### config.mk
export PLATFORM = sky130hd
export DESIGN_NAME = ib_top
export DESIGN_NICKNAME = d
export VERILOG_FILES = /design/src/ib_pkg.sv /design/src/ib_valid_ctl.sv /design/src/ib_entry_array.sv /design/src/debug_cmd_xlate.sv /design/src/ib_top.sv
export VERILOG_INCLUDE_DIRS = /design/src /design/src/src
export SDC_FILE = /design/constraint.sdc
export NUM_CORES = 1
export LEC_CHECK = 0
export ABC_AREA = 1
export BUFFER_PORTS_ARGS = -buffer_cell sky130_fd_sc_hd__buf_2
export CORE_MARGIN = 2
export CORE_UTILIZATION = 61
export CTS_CLUSTER_SIZE = 28
export DETAILED_ROUTE_END_ITERATION = 6
export PLACE_DENSITY = 0.87
export SLEW_MARGIN = 0
export SYNTH_ARGS = -nofsm -noshare
export SYNTH_HDL_FRONTEND = slang
export SYNTH_SLANG_ARGS = --single-unit
### constraint.sdc
create_clock -name clk -period 18.3 [get_ports clk]
set_clock_uncertainty 0.1 [all_clocks]
set_input_delay 1.83 -clock clk [delete_from_list [all_inputs] [get_ports clk]]
set_output_delay 1.83 -clock clk [all_outputs]
set_load 0.01 [all_outputs]
### src/ib_params.svh
// instruction buffer parameters
// depth, widths, debug command codes and the opcode fields used to
// build injected debug instructions

`ifndef IB_PARAMS_SVH
`define IB_PARAMS_SVH

// buffer geometry
`define IB_DEPTH      4
`define INSTR_W       32
`define PC_W          31    // pc bits 31:1

// debug command types
`define DBG_TYPE_GPR  2'd0
`define DBG_TYPE_CSR  2'd1
`define DBG_TYPE_MEM  2'd2  // abstract memory access, not injected here

// debug-only fence csr
`define CSR_DFENCE    12'h7c4

// rv32 encoding fields
`define OPC_OP        7'b0110011
`define OPC_SYSTEM    7'b1110011
`define F3_OR         3'b110
`define F3_CSRRW      3'b001
`define F3_CSRRS      3'b010

`endif

### src/ib_pkg.sv
// instruction buffer types
// pc packet, aligner slot, debug command and the per-cycle steering
// word shared by every payload array

`include "ib_params.svh"

package ib_pkg;

   // travels with each instruction, msb first as decode expects it
   typedef struct packed {
      logic                icaf_second;  // fault on second half of a 4B inst
      logic                dbecc;        // double-bit ecc error
      logic                sbecc;        // single-bit ecc error
      logic                perr;         // parity error
      logic                icaf;         // access fault
      logic [`PC_W:1]      pc;
      logic                pc4;          // 4B inst, else 2B
   } ib_pc_pkt_t;

   // one aligner output slot
   typedef struct packed {
      logic                valid;
      logic [`INSTR_W-1:0] instr;
      ib_pc_pkt_t          pc_pkt;
   } fetch_slot_t;

   // debug module command
   typedef struct packed {
      logic                valid;
      logic                write;
      logic [1:0]          cmd_type;     // gpr, csr or mem
      logic [1:0]          size;         // 00 1B, 01 2B, 10 4B
      logic [31:0]         addr;
   } dbg_cmd_t;

   // steering for one cycle, same for all arrays
   typedef struct packed {
      logic [3:0]          wr_i0;        // slot 0 into entry n
      logic [3:1]          wr_i1;        // slot 1 into entry n
      logic                sh_1_0;
      logic                sh_2_1;
      logic                sh_3_2;
      logic                sh_2_0;
      logic                sh_3_1;
   } ib_ctl_t;

endpackage

### src/ib_valid_ctl.sv
// instruction buffer valid and steering control
// keeps the entry valid bits, applies the room check to fetch, and
// derives write and shift selects for the payload arrays

`timescale 1ns/100ps

`include "ib_params.svh"

module ib_valid_ctl
   import ib_pkg::*;
(
   input  logic                 clk,
   input  logic                 rst_n,
   input  logic                 flush,       // one-cycle pulse
   input  logic                 i0_valid,
   input  logic                 i1_valid,
   input  logic                 dbg_active,  // debug inst goes to entry 0
   input  logic                 i0_decode,
   input  logic                 i1_decode,
   output ib_ctl_t              ctl,
   output logic [`IB_DEPTH-1:0] ib_valid
);

   logic                 flush_q;
   logic                 i0_acc;
   logic                 i1_acc;
   logic                 shift0;
   logic                 shift1;
   logic                 shift2;
   logic [`IB_DEPTH-1:0] shift_val;   // valids after this cycle's decode
   logic [`IB_DEPTH-1:0] i0_wen;      // writes against current valids
   logic [`IB_DEPTH-1:1] i1_wen;
   logic [`IB_DEPTH-1:0] val_or;
   logic [`IB_DEPTH-1:0] val_d;

   // move a valid image down by 0, 1 or 2 entries
   function automatic logic [`IB_DEPTH-1:0] shift_image(
      input logic [`IB_DEPTH-1:0] v,
      input logic                 s0,
      input logic                 s1,
      input logic                 s2
   );
      logic [`IB_DEPTH-1:0] r;
      r = ({`IB_DEPTH{s0}} & v) |
          ({`IB_DEPTH{s1}} & {1'b0, v[`IB_DEPTH-1:1]}) |
          ({`IB_DEPTH{s2}} & {2'b0, v[`IB_DEPTH-1:2]});
      return r;
   endfunction

   always_ff @(posedge clk) begin
      if (!rst_n) flush_q <= 1'b0;
      else        flush_q <= flush;
   end

   // room check, slot 1 never alone
   assign i0_acc = i0_valid & ~ib_valid[3] & ~flush_q;
   assign i1_acc = i1_valid & ~ib_valid[2] & i0_acc;

   assign shift0 = ~i0_decode;
   assign shift1 =  i0_decode & ~i1_decode;
   assign shift2 =  i0_decode &  i1_decode;

   assign shift_val = shift_image(ib_valid, shift0, shift1, shift2);

   always_comb begin
      ctl.wr_i0[0] = ~shift_val[0] & (i0_acc | dbg_active);
      ctl.wr_i0[1] =  shift_val[0] & ~shift_val[1] & i0_acc;
      ctl.wr_i0[2] =  shift_val[1] & ~shift_val[2] & i0_acc;
      ctl.wr_i0[3] =  shift_val[2] & ~shift_val[3] & i0_acc;

      // slot 1 lands one entry above slot 0
      ctl.wr_i1[1] = ~shift_val[0] & i1_acc;
      ctl.wr_i1[2] =  shift_val[0] & ~shift_val[1] & i1_acc;
      ctl.wr_i1[3] =  shift_val[1] & ~shift_val[2] & i1_acc;

      // only move entries that hold something
      ctl.sh_1_0 = shift1 & ib_valid[1];
      ctl.sh_2_1 = shift1 & ib_valid[2];
      ctl.sh_3_2 = shift1 & ib_valid[3];
      ctl.sh_2_0 = shift2 & ib_valid[2];
      ctl.sh_3_1 = shift2 & ib_valid[3];
   end

   assign i0_wen[0] = ~ib_valid[0]                & (i0_acc | dbg_active);
   assign i0_wen[1] =  ib_valid[0] & ~ib_valid[1] & i0_acc;
   assign i0_wen[2] =  ib_valid[1] & ~ib_valid[2] & i0_acc;
   assign i0_wen[3] =  ib_valid[2] & ~ib_valid[3] & i0_acc;

   assign i1_wen[1] = ~ib_valid[0]                & i1_acc;
   assign i1_wen[2] =  ib_valid[0] & ~ib_valid[1] & i1_acc;
   assign i1_wen[3] =  ib_valid[1] & ~ib_valid[2] & i1_acc;

   assign val_or = ib_valid | i0_wen | {i1_wen, 1'b0};
   assign val_d  = shift_image(val_or, shift0, shift1, shift2) & ~{`IB_DEPTH{flush_q}};

   always_ff @(posedge clk) begin
      if (!rst_n) ib_valid <= '0;
      else        ib_valid <= val_d;
   end

endmodule

### src/ib_entry_array.sv
// instruction buffer payload storage
// four shifting entries of one payload type; entries 0 and 1 feed
// decode, selects come from the valid controller

`timescale 1ns/100ps

`include "ib_params.svh"

module ib_entry_array
   import ib_pkg::*;
#(
   parameter type payload_t = logic [`INSTR_W-1:0]
)(
   input  logic     clk,
   input  payload_t i0_in,    // fetch slot 0
   input  payload_t i1_in,    // fetch slot 1
   input  payload_t head_in,  // slot 0 or debug, entry 0 only
   input  ib_ctl_t  ctl,
   output payload_t i0_out,
   output payload_t i1_out
);

   payload_t ent_q [`IB_DEPTH];
   payload_t ent_d [`IB_DEPTH];

   always_comb begin
      ent_d = ent_q;  // hold by default

      // entry 0
      if (ctl.wr_i0[0])   ent_d[0] = head_in;
      else if (ctl.sh_1_0) ent_d[0] = ent_q[1];
      else if (ctl.sh_2_0) ent_d[0] = ent_q[2];

      // entry 1
      if (ctl.wr_i0[1])   ent_d[1] = i0_in;
      else if (ctl.wr_i1[1]) ent_d[1] = i1_in;
      else if (ctl.sh_2_1) ent_d[1] = ent_q[2];
      else if (ctl.sh_3_1) ent_d[1] = ent_q[3];

      // entry 2
      if (ctl.wr_i0[2])   ent_d[2] = i0_in;
      else if (ctl.wr_i1[2]) ent_d[2] = i1_in;
      else if (ctl.sh_3_2) ent_d[2] = ent_q[3];

      // entry 3, nothing above it
      if (ctl.wr_i0[3])   ent_d[3] = i0_in;
      else if (ctl.wr_i1[3]) ent_d[3] = i1_in;
   end

   always_ff @(posedge clk) begin
      ent_q <= ent_d;
   end

   assign i0_out = ent_q[0];
   assign i1_out = ent_q[1];

endmodule

### src/debug_cmd_xlate.sv
// debug command translator
// turns a gpr or csr debug access into an instruction for entry 0
// and flags write data on rs1 and the debug fence for decode

`timescale 1ns/100ps

`include "ib_params.svh"

module debug_cmd_xlate
   import ib_pkg::*;
(
   input  logic                clk,
   input  logic                rst_n,
   input  dbg_cmd_t            cmd,
   output logic                dbg_active,
   output logic [`INSTR_W-1:0] dbg_instr,
   output logic                dbg_wdata_rs1,
   output logic                dbg_fence
);

   logic        rd_gpr;
   logic        wr_gpr;
   logic        rd_csr;
   logic        wr_csr;
   logic [4:0]  dreg;
   logic [11:0] dcsr;
   logic        fence_d;

   // memory commands are handled elsewhere
   assign dbg_active = cmd.valid & (cmd.cmd_type != `DBG_TYPE_MEM);

   assign rd_gpr = dbg_active & ~cmd.write & (cmd.cmd_type == `DBG_TYPE_GPR);
   assign wr_gpr = dbg_active &  cmd.write & (cmd.cmd_type == `DBG_TYPE_GPR);
   assign rd_csr = dbg_active & ~cmd.write & (cmd.cmd_type == `DBG_TYPE_CSR);
   assign wr_csr = dbg_active &  cmd.write & (cmd.cmd_type == `DBG_TYPE_CSR);

   assign dreg = cmd.addr[4:0];
   assign dcsr = cmd.addr[11:0];

   always_comb begin
      dbg_instr = '0;
      if (rd_gpr) begin
         // or x0, reg, x0 puts the register on the result bus
         dbg_instr = {7'b0, 5'b0, dreg, `F3_OR, 5'b0, `OPC_OP};
      end
      else if (wr_gpr) begin
         dbg_instr = {7'b0, 5'b0, 5'b0, `F3_OR, dreg, `OPC_OP};  // or reg, x0, x0
      end
      else if (rd_csr) begin
         dbg_instr = {dcsr, 5'b0, `F3_CSRRS, 5'b0, `OPC_SYSTEM};  // csrrs x0, csr, x0
      end
      else if (wr_csr) begin
         dbg_instr = {dcsr, 5'b0, `F3_CSRRW, 5'b0, `OPC_SYSTEM};  // csrrw x0, csr, x0
      end
   end

   assign fence_d = wr_csr & (dcsr == `CSR_DFENCE);

   // core is halted and empty, the inst decodes the next cycle
   always_ff @(posedge clk) begin
      if (!rst_n) begin
         dbg_wdata_rs1 <= 1'b0;
         dbg_fence     <= 1'b0;
      end
      else begin
         dbg_wdata_rs1 <= wr_gpr | wr_csr;
         dbg_fence     <= fence_d;
      end
   end

endmodule

### src/ib_top.sv
// instruction buffer top level
// four-entry dual-issue buffer between the aligner and decode, with
// debug instruction injection at the head

`timescale 1ns/100ps

`include "ib_params.svh"

module ib_top
   import ib_pkg::*;
(
   input  logic                 clk,
   input  logic                 rst_n,
   input  fetch_slot_t          i0_slot,
   input  fetch_slot_t          i1_slot,
   input  dbg_cmd_t             dbg_cmd,
   input  logic                 flush,
   input  logic                 i0_decode,
   input  logic                 i1_decode,  // only with i0_decode
   output logic [`IB_DEPTH-1:0] ib_valid,
   output logic [`INSTR_W-1:0]  i0_instr,
   output logic [`INSTR_W-1:0]  i1_instr,
   output ib_pc_pkt_t           i0_pc_pkt,
   output ib_pc_pkt_t           i1_pc_pkt,
   output logic                 dbg_wdata_rs1,
   output logic                 dbg_fence
);

   ib_ctl_t             ctl;
   logic                dbg_active;
   logic [`INSTR_W-1:0] dbg_instr;
   logic [`INSTR_W-1:0] head_instr;

   ib_valid_ctl ib_valid_ctl_inst (
      .clk        (clk),
      .rst_n      (rst_n),
      .flush      (flush),
      .i0_valid   (i0_slot.valid),
      .i1_valid   (i1_slot.valid),
      .dbg_active (dbg_active),
      .i0_decode  (i0_decode),
      .i1_decode  (i1_decode),
      .ctl        (ctl),
      .ib_valid   (ib_valid)
   );

   debug_cmd_xlate debug_cmd_xlate_inst (
      .clk           (clk),
      .rst_n         (rst_n),
      .cmd           (dbg_cmd),
      .dbg_active    (dbg_active),
      .dbg_instr     (dbg_instr),
      .dbg_wdata_rs1 (dbg_wdata_rs1),
      .dbg_fence     (dbg_fence)
   );

   // debug inst takes the slot 0 write into entry 0
   assign head_instr = dbg_active ? dbg_instr : i0_slot.instr;

   ib_entry_array #(
      .payload_t (logic [`INSTR_W-1:0])
   ) instr_array (
      .clk     (clk),
      .i0_in   (i0_slot.instr),
      .i1_in   (i1_slot.instr),
      .head_in (head_instr),
      .ctl     (ctl),
      .i0_out  (i0_instr),
      .i1_out  (i1_instr)
   );

   ib_entry_array #(
      .payload_t (ib_pc_pkt_t)
   ) pc_array (
      .clk     (clk),
      .i0_in   (i0_slot.pc_pkt),
      .i1_in   (i1_slot.pc_pkt),
      .head_in (i0_slot.pc_pkt),
      .ctl     (ctl),
      .i0_out  (i0_pc_pkt),
      .i1_out  (i1_pc_pkt)
   );

endmodule

== After elaboration in Yosys (flattened, before gate mapping) ==
Cells that the tools add are included.

* Equal/unequal tests: 3
* Mux-type cells: 29
* Bitwise operators: 67
* Reductions and logical operators: 5

{| class="wikitable"
|+ Operators by type and width
! cell !! number
|-
| 32-bit two-way mux || 17
|-
| 37-bit two-way mux || 12
|-
| 1-bit bitwise AND || 39
|-
| 4-bit OR || 6
|-
| 4-bit bitwise AND || 3
|-
| 12-bit by 11-bit == test with 1-bit output, second input constant || 1
|-
| 1-bit inverter || 12
|-
| 4-bit by 2-bit bitwise AND with 4-bit output || 2
|-
| 4-bit by 3-bit bitwise AND with 4-bit output || 2
|-
| 3-bit nonzero test || 2
|-
| 4-bit inverter || 1
|-
| 4-bit nonzero test || 1
|-
| 2-bit by 1-bit == test with 1-bit output, second input constant || 1
|-
| 2-bit logical NOT || 1
|-
| 2-bit inequality test, second input constant || 1
|-
| 1-bit OR || 2
|-
| 2-bit nonzero test || 1
|}

* Flip-flop bits (word level): 283
* Bits of input ports: 183
* Output and inout bits: 144
* Logic and storage cells: 140

== Depth between registers and ports, before layout ==
* Word-level depth: 11
* Gate-level depth with buffers: 11
* Mapped depth without buffers: 9

== By module ==
A second synthesis with hierarchy kept.

* Cell total of the unflattened synthesis: 2464
* Area total of the unflattened synthesis: 18099.9 um^2

{| class="wikitable"
|+ Modules (own cells, without submodules)
! module !! times used !! cells an instance !! area each (um^2) !! seq. area each (um^2)
|-
| ib_entry_array at pc_array || 1 || 1185 || 8998.6 || 4444.3
|-
| ib_entry_array at instr_array || 1 || 1031 || 7870.0 || 3843.7
|-
| ib_top || 1 || 104 || 491.7 || 0.0
|-
| ib_valid_ctl || 1 || 74 || 399.1 || 100.1
|-
| debug_cmd_xlate || 1 || 70 || 340.3 || 40.0
|}

== Least setup slack after synthesis ==
No wires, ideal clock.

* Path kind: input port to flip-flop
* Start point: input i0_decode
* End point: register instr_array.ent_q[0] in the netlist's numbering (enable)
* Library setup time: 0.599 ns
* Arrival time: 7.576 ns
* Required time: 17.601 ns
* Setup slack: 10.026 ns
* Stages: 6
* Path buffers: 2
* Path through: buf_4 -> nand3_1 -> nand2_1 -> nor2_4 -> clkbuf_1 -> o31ai_1

* Longest elaborated chain between the ends: 8
* Elaborated cells between the ends (all ways): 15
* Those cells by class: bitwise: 14; reduce/logical: 1

{| class="wikitable"
|+ Ends and longest elaborated chain
! element !! RTL line !! source
|-
| start: declaration || ib_top.sv:18 || <nowiki>input logic i0_decode,</nowiki>
|-
| 1-bit bitwise AND or 1-bit inverter (tied branches) || ib_valid_ctl.sv:60, ib_valid_ctl.sv:59 ||
|-
| 4-bit by 3-bit bitwise AND with 4-bit output or 4-bit bitwise AND (tied branches) || ib_valid_ctl.sv:45, ib_valid_ctl.sv:44 ||
|-
| 4-bit OR || ib_valid_ctl.sv:44 || <nowiki>r = ({`IB_DEPTH{s0}} & v) |</nowiki>
|-
| 4-bit OR (*) || ib_valid_ctl.sv:44 ||
|-
| 1-bit inverter (on tied branches) || ib_valid_ctl.sv:74, ib_valid_ctl.sv:69 ||
|-
| 1-bit bitwise AND (on tied branches) (2 in a row) || ib_valid_ctl.sv:74, ib_valid_ctl.sv:69 ||
|-
| 2-bit nonzero test (no source line) (*) || n/a ||
|-
| end signal: assignment || ib_entry_array.sv:51 || <nowiki>ent_q <= ent_d;</nowiki>
|-
| end: declaration || ib_entry_array.sv:23 || <nowiki>payload_t ent_q [`IB_DEPTH];</nowiki>
|}

Mark *: on every way between the ends. The rest lies on a longest branch, timed or not.
A chain may end at the register's enable or synchronous reset.

==> metrics.md <==
| Metric | Value |
|---|---|
| Status | `finished with violations` |
| #FFs+latches synth | `283` |
| Share of layout cells above drive strength 1 | `0.202` |
| Synth top area cells | `edfxtp_1 49%, nand2_1 14%, buf_4 6.6%` |
| DRT Wirelength | `51300 um` |
| RSZ-0062 raised after global routing | `false` |
| Max VDD drop | `about 0.066 mV` |
| Postcts setup bufs | `0` |
| Core ar. | `27000 sq um` |
| Critical path, cell by cell | `buf_2, nand3_4, nand2_1, nor2_4, buf_4, inv_2, nand3_4, inv_2, buf_4, nand2_1, nand2_1` |
| Maximum clock insertion buffer count | `3` |
| Register area share after synthesis | `0.500` |
| Initial antenna violation count | `10` |
| Nets@finish | `2333` |
| Chip height | `170 um` |
| Final setup viols | `0` |
| Starting DRT DRC Count | `2401` |
| Die Wd | `170 um` |
| Area added between synthesis and finish | `10.4%` |
| WP data arrival | `roughly 6.2 ns` |
| Final Wtd Congestion | `slightly above 0.9` |
| Failing checks | `DRC` |
| Highest clock rate | `170 MHz` |
| Max-slew violation count | `0` |
| Top Layer Used | `met5` |
| Core Util, Final | `0.688` |
| Hold Fails Final Rpt | `0` |
| Synthesis Warnings | `0` |
| CTS Root Buffer Type | `clkbuf_16` |
| Total CTS buffers | `31` |
| Reg clk slew, reported paths | `0.06 ns` |
| Pleak | `8.77 nW` |
| Met2 Routed Length | `23400 um` |
| CTS tree | `built` |
| Routed vias | `15400` |
| CP top delay family | `buffers and inverters` |
| Slowest cell on crit path | `nand3_4` |
| Max Cap Viol | `0` |
| Largest net degree at the start of global routing | `101` |
| Synthesized area per cell | `8.17 sq um` |
| CP required | `18.63 ns` |
| Grt total ovfl | `0` |
| Fin crit share | `0.322` |
| Top-Level Pins | `between 300 and 400` |
| GR Util All Layers | `0.346` |
| Inst Count DP | `2458` |
| Final ANT Viol Nets | `0` |
| DRT Pass-1 Iters | `7` |
| Post-CTS Hold Fix Bufs | `0` |
| Post-synthesis instance area | `between 15000 and 20000 sq um` |
| Min Tclk post-route | `5.89 ns` |
| CP max stage delay | `~0.85 ns` |
| Initial Util | `0.623` |
| Crit start category | `primary input` |
| Count of different cell masters after synthesis | `29` |
| Drt drc | `1` |
| Die area | `slightly below 30000 sq um` |
| Average wire per standard cell | `roughly 20 um` |
| Crit Path Class | `in -> reg` |
| Wire length on met3 | `7130 um` |
| Setup crit end kind | `register` |
| Post-synth net total | `roughly 2200` |
| Std-Cell Rows | `60` |
| Fillers | `2091` |
| Clock Sink Count | `283` |
| Setup TNS | `0 ns` |
| Post-Route Hold Slack | `0.412 ns` |
| Worst path bufs/invs | `5` |
| Synth area leader | `edfxtp_1` |
| Finished Layout Cells | `2527` |
| Crit-path max FO | `72` |
| H-tree Lvls | `1` |
| Cell mode on critical path | `nand2_1` |
| Slew headroom | `0.240` |
| Post-cts resize count | `0` |
| Via density | `6.09` |
| Most common library cell in the layout ignoring fill and taps | `nand2_1` |
| Power per standard cell area | `90.3 nW/um^2` |
| First-pass GRT wire length | `77700 um` |
| Commonest non-fill, non-tap cells in the layout | `622 x nand2_1, 304 x buf_2, 276 x edfxtp_1` |
| Share of the synthesized area in the top cell type | `0.492` |
| Clock Latency Late Sink | `about 0.57 ns` |
| Gate Count Post-Synth | `2061` |
| IO buf count | `about 300` |
| Vias in the first global route | `between 10000 and 15000` |
| WL met1 | `18500 um` |
| DP Wirelength | `28900 um` |
| Worst slew pin tran | `1.14 ns` |
| Worst hold path type | `reg -> reg` |
## sequential cells by signal, summed over array words and instances, names as in the netlist
name	flops
pc_array.ent_q	74
instr_array.ent_q	64
pc_array.i0_out	37
pc_array.i1_out	37
instr_array.i0_out	32
instr_array.i1_out	32
ib_valid_ctl_inst.ib_valid	4
debug_cmd_xlate_inst.dbg_fence	1
debug_cmd_xlate_inst.dbg_wdata_rs1	1
ib_valid_ctl_inst.flush_q	1
## cells in the mapped netlist
cell      count
nor2_2        1
nand2_1     623
a21oi_1       7
nor2_1       16
nor3_1        3
o31ai_1       1
o22ai_1      18
clkbuf_1     76
o21ai_0     196
nor4_1        1
o21ai_2       1
inv_2         6
buf_1        17
edfxtp_1    276
mux2i_1       1
or2_2        39
dfxtp_1       7
o21a_1       18
buf_2        29
clkinv_1      1
nand4_1      71
nand3_1     167
buf_4       148
o21ai_1      60
o211ai_1     38
nor2_4        3
nand3_4       1
inv_1       233
nand3_2       3
## layout make-up
cell class              instances  area (sq um)  area share
diodes                         11          27.5     0.00148
clock buffers                  41           873      0.0470
clock inverters                17           251      0.0135
inverters                     240           901      0.0484
multi-input cells            1268          6000       0.323
flip-flops and latches        283          8430       0.453
well taps                     341           427      0.0229
repair buffers                326          1690      0.0907
## per-layer routing
layer	vias up	track usage
met4	4	0.170
met1	6992	0.439
met2	1240	0.552
met3	236	0.0923
met5	-	0
li1	6921	-
## final timing paths
| kind | start | to | slack [ns] | depth (start not counted) |
|---|---|---|---|---|
| max | i0_decode | pc_array.ent_q[72] | 12.41 | 11 |
| min | ib_valid_ctl_inst.flush_q | ib_valid_ctl_inst.ib_valid[3] | 0.41 | 3 |
| max reg2reg | ib_valid_ctl_inst.ib_valid[2] | pc_array.ent_q[72] | 13.47 | 10 |
| min reg2reg | ib_valid_ctl_inst.flush_q | ib_valid_ctl_inst.ib_valid[3] | 0.41 | 3 |
## power by group
group          internal [mW]  switching, mW  leakage (nW)  total [mW]
sequential             0.760         0.0128          2.64       0.773
combinational         0.0692          0.150          5.58       0.219
clock                  0.420          0.269         0.551       0.688
total                   1.25          0.431          8.77        1.68
## cell families (layout without fill, tap and decap cells)
family / after synthesis / count (layout) / share of synthesized area
DFF: 283 / 283 / 0.500
muxes: 1 / 1 / 0.000594
other: 0 / 11 / 0
AOI/OAI and AO/OA: 339 / 339 / 0.111
buffers and inverters: 510 / 624 / 0.149
and+or+nand+nor: 928 / 928 / 0.239
## through the flow
stage               setup WS (ns)  cell area [sq um]  power, mW
global placement            12.10              17400      0.993
global route                12.32              18600       1.73
CTS                         12.64              18600       1.67
finish                      12.41              18600       1.68
floorplan                   10.03              16800      0.944
detailed placement          12.07              17400      0.998
## tightest hold or removal path: cells and delay by family (launching register included)
family           cells  cell delay, ns
AND/OR/NAND/NOR      3            0.15
flip-flops           1            0.32
Note: power is estimated with default switching activity, not from simulation.
